`src/kicker_pkg.sv`:
```
/*
 * Shared definitions for the ROM download path
 *   SDRAM region offsets and the colour PROM window
 *   Handshake timeout length
 *   Region and download FSM state enums
 */
`default_nettype none

package kicker_pkg;

    // Byte offsets inside the downloaded ROM image
    localparam logic [24:0] SCR_START  = 25'h001_0000;
    localparam logic [24:0] OBJ_START  = 25'h001_8000;
    localparam logic [24:0] PROM_START = 25'h002_0000;
    localparam logic [24:0] PROM_END   = 25'h002_0200; // Bytes past this are ignored

    localparam int PROM_AW = 9;         // 512 colour entries

    // Cycles allowed per handshake phase
    localparam int ACK_TIMEOUT = 64;

    typedef enum logic [1:0] {
        REG_MAIN,
        REG_SCR,
        REG_OBJ,
        REG_PROM
    } region_t;

    typedef enum logic [1:0] {
        ST_IDLE,
        ST_REQ,     // prog_we high, waiting for ack
        ST_RELEASE  // prog_we low, waiting for ack to drop
    } dwnld_state_t;

endpackage

`default_nettype wire

```
`src/kicker_prog_latch.sv`:
```
/*
 * Download byte latch
 *   Region decode of the incoming ioctl address
 *   Tile and sprite address bit reordering
 *   Registered SDRAM address, data byte and byte mask
 */
`timescale 1ns/1ps
`default_nettype none

module kicker_prog_latch (
    input  logic                clk,
    input  logic                rst_n,
    input  logic [24:0]         ioctl_addr,
    input  logic [7:0]          ioctl_dout,
    input  logic                capture,
    output logic [21:0]         prog_addr,
    output logic [7:0]          prog_data,
    output logic [1:0]          prog_mask,  // Active low
    output kicker_pkg::region_t region
);
    import kicker_pkg::*;

    region_t     dec_region;
    logic [21:0] word_addr;
    logic [21:0] swz_addr;

    assign word_addr = ioctl_addr[22:1];

    always_comb begin
        if (ioctl_addr < SCR_START) begin
            dec_region = REG_MAIN;
        end else if (ioctl_addr < OBJ_START) begin
            dec_region = REG_SCR;
        end else if (ioctl_addr < PROM_START) begin
            dec_region = REG_OBJ;
        end else begin
            dec_region = REG_PROM;
        end
    end

    // Video fetch expects the half-tile bit at the bottom
    always_comb begin
        swz_addr = word_addr;
        case (dec_region)
            REG_SCR: begin
                swz_addr[0]   = ~word_addr[3];
                swz_addr[3:1] = word_addr[2:0];
            end
            REG_OBJ: begin
                swz_addr[0]   = ~word_addr[3];
                swz_addr[1]   = ~word_addr[4];
                swz_addr[4:2] = word_addr[2:0];
                swz_addr[5]   = word_addr[5];  // Stays in place
            end
            default: ;
        endcase
    end

    always_ff @(posedge clk) begin
        if (!rst_n) begin
            prog_mask <= 2'b11;     // No byte lane selected
            region    <= REG_MAIN;
        end else if (capture) begin
            prog_mask <= ioctl_addr[0] ? 2'b01 : 2'b10;
            region    <= dec_region;
        end
    end

    always_ff @(posedge clk) begin
        if (capture) begin
            prog_addr <= swz_addr;
            prog_data <= ioctl_dout;
        end
    end

endmodule

`default_nettype wire

```
`src/kicker_dwnld_fsm.sv`:
```
/*
 * Download write FSM
 *   Accepts SDRAM-bound bytes while idle
 *   Four-phase prog_we / sdram_ack handshake
 *   Abort on timer expiry, sticky timeout and overrun flags
 */
`timescale 1ns/1ps
`default_nettype none

module kicker_dwnld_fsm (
    input  logic clk,
    input  logic rst_n,
    input  logic downloading,
    input  logic wr_sdram,
    input  logic sdram_ack,
    input  logic expired,
    output logic capture,
    output logic prog_we,
    output logic timer_run,
    output logic dwnld_busy,
    output logic ack_timeout,
    output logic overrun
);
    import kicker_pkg::*;

    dwnld_state_t state;
    dwnld_state_t state_nx;
    logic         abort;
    logic         dl_q;
    logic         dl_rise;

    always_comb begin
        state_nx = state;
        abort    = 1'b0;
        case (state)
            ST_IDLE: begin
                if (wr_sdram) state_nx = ST_REQ;
            end
            ST_REQ: begin
                if (sdram_ack) begin
                    state_nx = ST_RELEASE;
                end else if (expired) begin
                    state_nx = ST_IDLE;
                    abort    = 1'b1;
                end
            end
            ST_RELEASE: begin
                if (!sdram_ack) begin
                    state_nx = ST_IDLE;
                end else if (expired) begin  // Ack stuck high
                    state_nx = ST_IDLE;
                    abort    = 1'b1;
                end
            end
            default: state_nx = ST_IDLE;
        endcase
    end

    assign capture    = (state == ST_IDLE) && wr_sdram;
    assign timer_run  = (state != ST_IDLE);
    assign dwnld_busy = downloading || (state != ST_IDLE);
    assign dl_rise    = downloading && !dl_q;

    always_ff @(posedge clk) begin
        if (!rst_n) begin
            state   <= ST_IDLE;
            prog_we <= 1'b0;
        end else begin
            state   <= state_nx;
            prog_we <= (state_nx == ST_REQ);
        end
    end

    // Error flags hold until the next download starts
    always_ff @(posedge clk) begin
        if (!rst_n) begin
            dl_q        <= 1'b0;
            ack_timeout <= 1'b0;
            overrun     <= 1'b0;
        end else begin
            dl_q <= downloading;
            if (dl_rise) begin
                ack_timeout <= 1'b0;
                overrun     <= 1'b0;
            end
            if (abort) ack_timeout <= 1'b1;
            if (wr_sdram && state != ST_IDLE) overrun <= 1'b1; // Byte dropped
        end
    end

endmodule

`default_nettype wire

```
`src/kicker_ack_timer.sv`:
```
/*
 * Handshake watchdog
 *   Counts cycles while a phase is pending
 *   Flags expiry after ACK_TIMEOUT cycles
 */
`timescale 1ns/1ps
`default_nettype none

module kicker_ack_timer (
    input  logic clk,
    input  logic rst_n,
    input  logic run,
    input  logic restart,  // Pulsed on each state change
    output logic expired
);
    import kicker_pkg::*;

    logic [7:0] count;

    assign expired = (count == 8'(ACK_TIMEOUT));

    always_ff @(posedge clk) begin
        if (!rst_n) begin
            count <= 8'd0;
        end else if (restart) begin
            count <= 8'd0;
        end else if (run && !expired) begin
            count <= count + 8'd1;  // Saturates at the limit
        end
    end

endmodule

`default_nettype wire

```
`src/kicker_prom_store.sv`:
```
/*
 * Colour PROM
 *   512 x 4-bit RAM loaded during download
 *   Registered read port for the video side
 */
`timescale 1ns/1ps
`default_nettype none

module kicker_prom_store (
    input  logic                          clk,
    input  logic                          we,
    input  logic [kicker_pkg::PROM_AW-1:0] wr_addr,
    input  logic [3:0]                    wr_data,
    input  logic [kicker_pkg::PROM_AW-1:0] rd_addr,
    output logic [3:0]                    rd_data
);
    import kicker_pkg::*;

    logic [3:0] mem [0:(1 << PROM_AW) - 1];

    always_ff @(posedge clk) begin
        if (we) mem[wr_addr] <= wr_data;
    end

    // One cycle read latency
    always_ff @(posedge clk) begin
        rd_data <= mem[rd_addr];
    end

endmodule

`default_nettype wire

```
`src/kicker_rom_loader.sv`:
```
/*
 * ROM download path top level
 *   Region split between SDRAM and colour PROM writes
 *   Byte latch, handshake FSM, ack watchdog and PROM store
 */
`timescale 1ns/1ps
`default_nettype none

module kicker_rom_loader (
    input  logic        clk,
    input  logic        rst_n,
    input  logic        downloading,
    input  logic [24:0] ioctl_addr,
    input  logic [7:0]  ioctl_dout,
    input  logic        ioctl_wr,
    input  logic        sdram_ack,
    input  logic [8:0]  prom_rd_addr,
    output logic [21:0] prog_addr,
    output logic [7:0]  prog_data,
    output logic [1:0]  prog_mask,   // Active low
    output logic        prog_we,
    output logic        dwnld_busy,
    output logic        ack_timeout,
    output logic        overrun,
    output logic [3:0]  prom_rd_data
);
    import kicker_pkg::*;

    logic        wr_sdram;
    logic        prom_we;
    logic [24:0] prom_offset;
    logic        capture;
    logic        timer_run;
    logic        timer_restart;
    logic        expired;

    assign prom_offset = ioctl_addr - PROM_START;

    // SDRAM below the PROM, PROM inside its window, nothing above
    always_comb begin
        wr_sdram = 1'b0;
        prom_we  = 1'b0;
        if (downloading && ioctl_wr) begin
            if (ioctl_addr < PROM_START) begin
                wr_sdram = 1'b1;
            end else if (ioctl_addr < PROM_END) begin
                prom_we = 1'b1;
            end
        end
    end

    assign timer_restart = capture || (prog_we && sdram_ack); // Entering a new phase

    kicker_prog_latch i_kicker_prog_latch (
        .clk        ( clk        ),
        .rst_n      ( rst_n      ),
        .ioctl_addr ( ioctl_addr ),
        .ioctl_dout ( ioctl_dout ),
        .capture    ( capture    ),
        .prog_addr  ( prog_addr  ),
        .prog_data  ( prog_data  ),
        .prog_mask  ( prog_mask  ),
        .region     (            )
    );

    kicker_dwnld_fsm i_kicker_dwnld_fsm (
        .clk         ( clk         ),
        .rst_n       ( rst_n       ),
        .downloading ( downloading ),
        .wr_sdram    ( wr_sdram    ),
        .sdram_ack   ( sdram_ack   ),
        .expired     ( expired     ),
        .capture     ( capture     ),
        .prog_we     ( prog_we     ),
        .timer_run   ( timer_run   ),
        .dwnld_busy  ( dwnld_busy  ),
        .ack_timeout ( ack_timeout ),
        .overrun     ( overrun     )
    );

    kicker_ack_timer i_kicker_ack_timer (
        .clk     ( clk           ),
        .rst_n   ( rst_n         ),
        .run     ( timer_run     ),
        .restart ( timer_restart ),
        .expired ( expired       )
    );

    kicker_prom_store i_kicker_prom_store (
        .clk     ( clk                       ),
        .we      ( prom_we                   ),
        .wr_addr ( prom_offset[PROM_AW-1:0]  ),
        .wr_data ( ioctl_dout[3:0]           ),
        .rd_addr ( prom_rd_addr              ),
        .rd_data ( prom_rd_data              )
    );

endmodule

`default_nettype wire

```
`config.mk`:
```
export PLATFORM = sky130hd
export DESIGN_NAME = kicker_rom_loader
export DESIGN_NICKNAME = d
export VERILOG_FILES = /design/src/kicker_pkg.sv /design/src/kicker_prog_latch.sv /design/src/kicker_dwnld_fsm.sv /design/src/kicker_ack_timer.sv /design/src/kicker_prom_store.sv /design/src/kicker_rom_loader.sv
export SDC_FILE = /design/constraint.sdc
export NUM_CORES = 2
export LEC_CHECK = 0
export BUFFER_PORTS_ARGS = -buffer_cell sky130_fd_sc_hd__buf_4
export CORE_ASPECT_RATIO = 1.2
export CORE_MARGIN = 5
export CORE_UTILIZATION = 55
export DETAILED_ROUTE_END_ITERATION = 10
export PLACE_DENSITY = 0.7
export SLEW_MARGIN = 5
export SYNTH_ARGS = -nofsm -noshare
export SYNTH_HDL_FRONTEND = slang
export SYNTH_SLANG_ARGS = --single-unit
```
`constraint.sdc`:
```
create_clock -name clk -period 2.95 [get_ports clk]
set_input_delay 0.4425 -clock clk [delete_from_list [all_inputs] [get_ports clk]]
set_output_delay 0.4425 -clock clk [all_outputs]
set_load 0.005 [all_outputs]
```
==> flow_summary.html <==
<table>
<tr><th>Metric</th><th>Value</th></tr>
<tr><th colspan="2">Setup path</th></tr>
<tr><td>Required time at the worst-slack endpoint</td><td>around 3.5 ns</td></tr>
<tr><td>Most frequent cell on the critical path</td><td>buf_4</td></tr>
<tr><td>Crit-path max cell delay</td><td>0.60 ns</td></tr>
<tr><td>Critical path fanouts, max</td><td>16</td></tr>
<tr><td>Sort of element at the end of the critical path</td><td>flop</td></tr>
<tr><td>Crit path max-delay family</td><td>simple AND/OR/NAND/NOR gates</td></tr>
<tr><td>Cell with the largest stage delay on the worst path</td><td>or4_1</td></tr>
<tr><td>Startpoint-to-endpoint class of the critical path</td><td>in2reg</td></tr>
<tr><td>Startpoint kind of the worst setup timing path</td><td>primary input</td></tr>
<tr><td>Crit path buf inv count</td><td>5</td></tr>
<tr><td>Arr. time, crit path</td><td>~3.2 ns</td></tr>
<tr><td>CP Cell Sequence</td><td>dlygate4sd3_1 -&gt; buf_4 -&gt; or4_1 -&gt; nor4_2 -&gt; buf_4 -&gt; nor4b_2 -&gt; buf_4 -&gt; nand3_1 -&gt; buf_12 -&gt; nor2_1</td></tr>
<tr><th colspan="2">Power</th></tr>
<tr><td>Power Total</td><td>around 0.061 W</td></tr>
<tr><td>Net switching component of the power</td><td>0.0128 W</td></tr>
<tr><td>Power per Cell Area</td><td>between 600 and 700 nW/um2</td></tr>
<tr><td>Internal power</td><td>0.0483 W</td></tr>
<tr><td>Sequential fraction of design power</td><td>53.6%</td></tr>
<tr><td>Clk pwr share</td><td>40.9%</td></tr>
<tr><td>Combinational share of power</td><td>5.4%</td></tr>
<tr><td>Worst IR drop on VDD</td><td>~0.00064 V</td></tr>
<tr><td>Sw Share</td><td>20.9%</td></tr>
<tr><td>Static leakage</td><td>34.2 nW</td></tr>
<tr><th colspan="2">Clocking</th></tr>
<tr><td>Quantity of hold-fixing buffers added after cts</td><td>26</td></tr>
<tr><td>Post-CTS Setup Repair Bufs</td><td>0</td></tr>
<tr><td>Number of sinks driven by the clock tree</td><td>2,098</td></tr>
<tr><td>Number of buffers inserted during clock tree synthesis</td><td>192</td></tr>
<tr><td>Clock-pin slew reported for the worst setup and hold paths after clock tree synthesis</td><td>0.07 ns</td></tr>
<tr><td>Clock tree root buffer cell</td><td>clkbuf_16</td></tr>
<tr><td>H-tree levels</td><td>4</td></tr>
<tr><td>Clock insertion delay at the later pin of the skew report</td><td>about 0.83 ns</td></tr>
<tr><td># resized after CTS</td><td>0</td></tr>
<tr><td>Clock tree from TritonCTS</td><td>yes</td></tr>
<tr><td>Maximum clock insertion buffer count</td><td>3</td></tr>
<tr><th colspan="2">Floorplanning</th></tr>
<tr><td>Die X</td><td>between 300 and 400 um</td></tr>
<tr><td>Starting Density</td><td>55.1%</td></tr>
<tr><td>Overall die height</td><td>438 um</td></tr>
<tr><td>Total die area</td><td>161,000 um2</td></tr>
<tr><td>Std-Cell Core Area</td><td>152,000 um2</td></tr>
<tr><td>I/O pin cnt</td><td>87</td></tr>
<tr><td>Num rows</td><td>157</td></tr>
<tr><th colspan="2">Drt</th></tr>
<tr><td>DRT antenna net count</td><td>0</td></tr>
<tr><td>Via count normalized by instance count</td><td>6.13</td></tr>
<tr><td>DR vias</td><td>46,700</td></tr>
<tr><td>Count of TritonRoute iterations in the first routing pass</td><td>6</td></tr>
<tr><td>Remaining design rule violation count</td><td>0</td></tr>
<tr><td>Routed wire length</td><td>209,000 um</td></tr>
<tr><td>Wirelength per Cell</td><td>about 27 um</td></tr>
<tr><td>Iter 0 DRT Violations</td><td>just over 5,000</td></tr>
<tr><th colspan="2">Synthesis</th></tr>
<tr><td>Post-synth top cells</td><td>edfxtp_1 (2,078), nor2_1 (560), mux2i_1 (373)</td></tr>
<tr><td>Simple-gate portion of the synthesized area</td><td>under 10%</td></tr>
<tr><td>Sequential fraction of the synthesis area</td><td>74.8%</td></tr>
<tr><td>Ys async rst share</td><td>0%</td></tr>
<tr><td>Number of synthesized flops with an enable pin</td><td>2,078</td></tr>
<tr><td>Parity-gate share of the synthesized area counting xor and xnor cells</td><td>0.0730%</td></tr>
<tr><td>Biggest area contributors in the synthesized netlist</td><td>edfxtp_1 (74%), mux4_2 (8.8%), mux2i_1 (4.4%)</td></tr>
<tr><td>Share of Yosys cell area claimed by the top area cell type</td><td>74.3%</td></tr>
<tr><td>Area leader, netlist</td><td>edfxtp_1</td></tr>
<tr><td>Portion of netlist area occupied by mux cells</td><td>13.8%</td></tr>
<tr><td>Most common cell in the netlist</td><td>edfxtp_1</td></tr>
<tr><td>Number of warnings reported in the yosys synthesis log</td><td>0</td></tr>
<tr><td>Register bit total from synthesis</td><td>approximately 2,100</td></tr>
<tr><td>Synthesized area divided by synthesized cell count</td><td>18.6 um2</td></tr>
<tr><td>Share of the synthesized area in compound gates (AO/OA/AOI/OAI)</td><td>4.23%</td></tr>
<tr><td>Number of standard cells after synthesis</td><td>4,510</td></tr>
<tr><td>Syn_nets</td><td>about 4,600</td></tr>
<tr><td>Post-synthesis share of cell area spent on full adders, half adders and majority gates</td><td>less than 1%</td></tr>
<tr><td>Combinational family with the most area after synthesis</td><td>multiplexers</td></tr>
<tr><td>Cell Area, Synth</td><td>84,000 um2</td></tr>
<tr><td>Flip-flop cell with the highest count after synthesis</td><td>edfxtp_1</td></tr>
<tr><td>Netlist cell types</td><td>77</td></tr>
<tr><th colspan="2">Place</th></tr>
<tr><td>Worst Setup Slack post-DPL</td><td>-0.451 ns</td></tr>
<tr><td>GP Congestion</td><td>0.891</td></tr>
<tr><td>DPL Wire Length</td><td>134,000 um</td></tr>
<tr><td>Post-Place Cells</td><td>a little over 7,000</td></tr>
<tr><td>Total of buffers placed on input and output ports</td><td>86</td></tr>
<tr><td>Cell area after placement</td><td>93,800 um2</td></tr>
<tr><th colspan="2">GRT</th></tr>
<tr><td>Number of global-route vias before repair</td><td>48,100</td></tr>
<tr><td>Remaining global-route overflow</td><td>0</td></tr>
<tr><td>Overall track demand over capacity in global routing</td><td>26.0%</td></tr>
<tr><td>Global-route wire length before repair</td><td>a little over 300,000 um</td></tr>
<tr><td>Pin count of the biggest net entering global routing</td><td>108</td></tr>
<tr><td>Antenna violations before repair</td><td>6</td></tr>
<tr><th colspan="2">Timing</th></tr>
<tr><td>Final total negative setup slack</td><td>0 ns</td></tr>
<tr><td>Setup repair after global routing missed its margin</td><td>false</td></tr>
<tr><td>Final number of max-transition violations</td><td>0</td></tr>
<tr><td>Final period utilization</td><td>91.8%</td></tr>
<tr><td>Transition at the pin with the smallest max-transition slack</td><td>0.964 ns</td></tr>
<tr><td>Fmax</td><td>0.369 GHz</td></tr>
<tr><td>Final Setup Violations</td><td>0</td></tr>
<tr><td>Smallest setup slack after layout</td><td>0.242 ns</td></tr>
<tr><td>Period minus WS final</td><td>2.71 ns</td></tr>
<tr><td>Maximum clock skew at final layout</td><td>between 0.02 and 0.03 ns</td></tr>
<tr><td>Tightest slew margin relative to the limit</td><td>35.7%</td></tr>
<tr><td>Hold violation count in the final report</td><td>0</td></tr>
<tr><th colspan="2">Flow run</th></tr>
<tr><td>Max-cap violations</td><td>0</td></tr>
<tr><th colspan="2">Status</th></tr>
<tr><td>Outcome</td><td>complete, no violations</td></tr>
<tr><th colspan="2">Finish</th></tr>
<tr><td>Number of standard cells in the layout, taps in and fillers out</td><td>about 7,600</td></tr>
<tr><td>Fraction of final layout cells with drive strength greater than 1</td><td>30.1%</td></tr>
<tr><td>Layout Cell Area excl Fill</td><td>about 100,000 um2</td></tr>
<tr><td>Post-synthesis to final-layout area growth</td><td>19.6%</td></tr>
<tr><td>Nets</td><td>around 5,500</td></tr>
<tr><th colspan="2">Worst hold path</th></tr>
<tr><td>Path category of the worst min-delay check</td><td>in2reg</td></tr>
</table>
-- power by group through the flow --
stage | logic, W | clock network [W] | registers [W]
6_report | 0.00332 | 0.0250 | 0.0328
5_1_grt | 0.00348 | 0.0266 | 0.0327
4_1_cts | 0.00332 | 0.0253 | 0.0328
3_5_place_dp | 0.00328 | 0 | 0.0334
3_3_place_gp | 0.00323 | 0 | 0.0334
2_1_floorplan | 0.00165 | 0 | 0.0334
-- sequential cells by signal, summed over array words and instances (netlist names) --
name / flops
i_kicker_prom_store.rd_data: 4
i_kicker_dwnld_fsm.ack_timeout: 1
i_kicker_prog_latch.prog_mask: 2
i_kicker_prog_latch.prog_addr: 22
i_kicker_dwnld_fsm.dl_q: 1
i_kicker_dwnld_fsm.prog_we: 1
i_kicker_prog_latch.prog_data: 8
i_kicker_ack_timer.count: 8
i_kicker_prom_store.mem: 2048
i_kicker_dwnld_fsm.overrun: 1
i_kicker_dwnld_fsm.state: 2
-- logic make-up (layout without fill, tap and decap cells) --
family / Yosys count / in the layout
AO/OA/AOI/OAI: 490 / 490
XOR/XNOR: 7 / 7
adder cells (fa/ha/maj): 8 / 8
buffers and inverters: 312 / 1430
flip-flops: 2098 / 2098
multiplexers: 724 / 724
other: 0 / 1
AND/OR/NAND/NOR: 871 / 871
-- area by class of cell --
class                      instances  area [um2]
clock buffer                     227        5060
sequential                      2098       62800
antenna                            1        2.50
multi-input combinational       2100       19200
inverter                          15        63.8
clock inverter                   128        1270
timing repair buffer            1060        9590
fill                            9839       51800
tap                             1987        2490
-- worst reg2reg max path, stage by stage (launching register included) --
cell,delay [ns]
edfxtp_1,0.34
mux4_2,0.24
mux2i_1,0.11
a211oi_1,0.38
a21oi_1,0.08
buf_4,0.16
a211oi_1,0.75
nand4b_1,0.19
a31oi_1,0.18
-- cells in the final DEF, fill, tap and decap left out, drive strengths merged, types with 23 or more instances in the layout --
cell	netlist	layout
a211oi	26	26
a21oi	93	93
buf	165	1034
bufinv	0	23
clkbuf	132	227
clkinv	0	93
dlygate4sd3	0	26
edfxtp	2078	2078
mux2i	373	373
mux4	340	340
nand2	118	118
nand3	35	35
nor2	560	560
nor3	48	48
o21ai	52	52
o221ai	168	168
o22ai	69	69
-- worst paths after layout --
path                                        from                             end  slack, ns  depth (start not counted)
setup / recovery                  ioctl_addr[12]  i_kicker_prom_store.mem[62][0]       0.24                         10
hold / removal                     ioctl_dout[3]  i_kicker_prom_store.mem[20][3]       0.05                          1
setup reg to reg  i_kicker_prom_store.mem[21][1]  i_kicker_prom_store.rd_data[1]       0.46                          8
hold reg to reg   i_kicker_dwnld_fsm.ack_timeout  i_kicker_dwnld_fsm.ack_timeout       0.49                          2
-- per-layer routing --
| metal | vias up | share of wire [%] | GRT usage [%] |
|---|---|---|---|
| met3 | 421 | 7.8 | 4.04 |
| li1 | 20200 | - | - |
| met5 | - | 0 | 0 |
| met1 | 24000 | 37 | 34.0 |
| met4 | 0 | 3.7 | 9.26 |
| met2 | 2146 | 51 | 45.1 |
-- metrics by stage --
stage | util [%] | hold slack (ns)
final | 66.0 | 0.0475
after global routing | 66.0 | 0.0325
after CTS | 66.0 | 0.0104
after detailed placement | 61.6 | 0.469
after global placement | 61.6 | 0.455
after floorplan | - | 0.457
(Power assumes the default switching activity.)
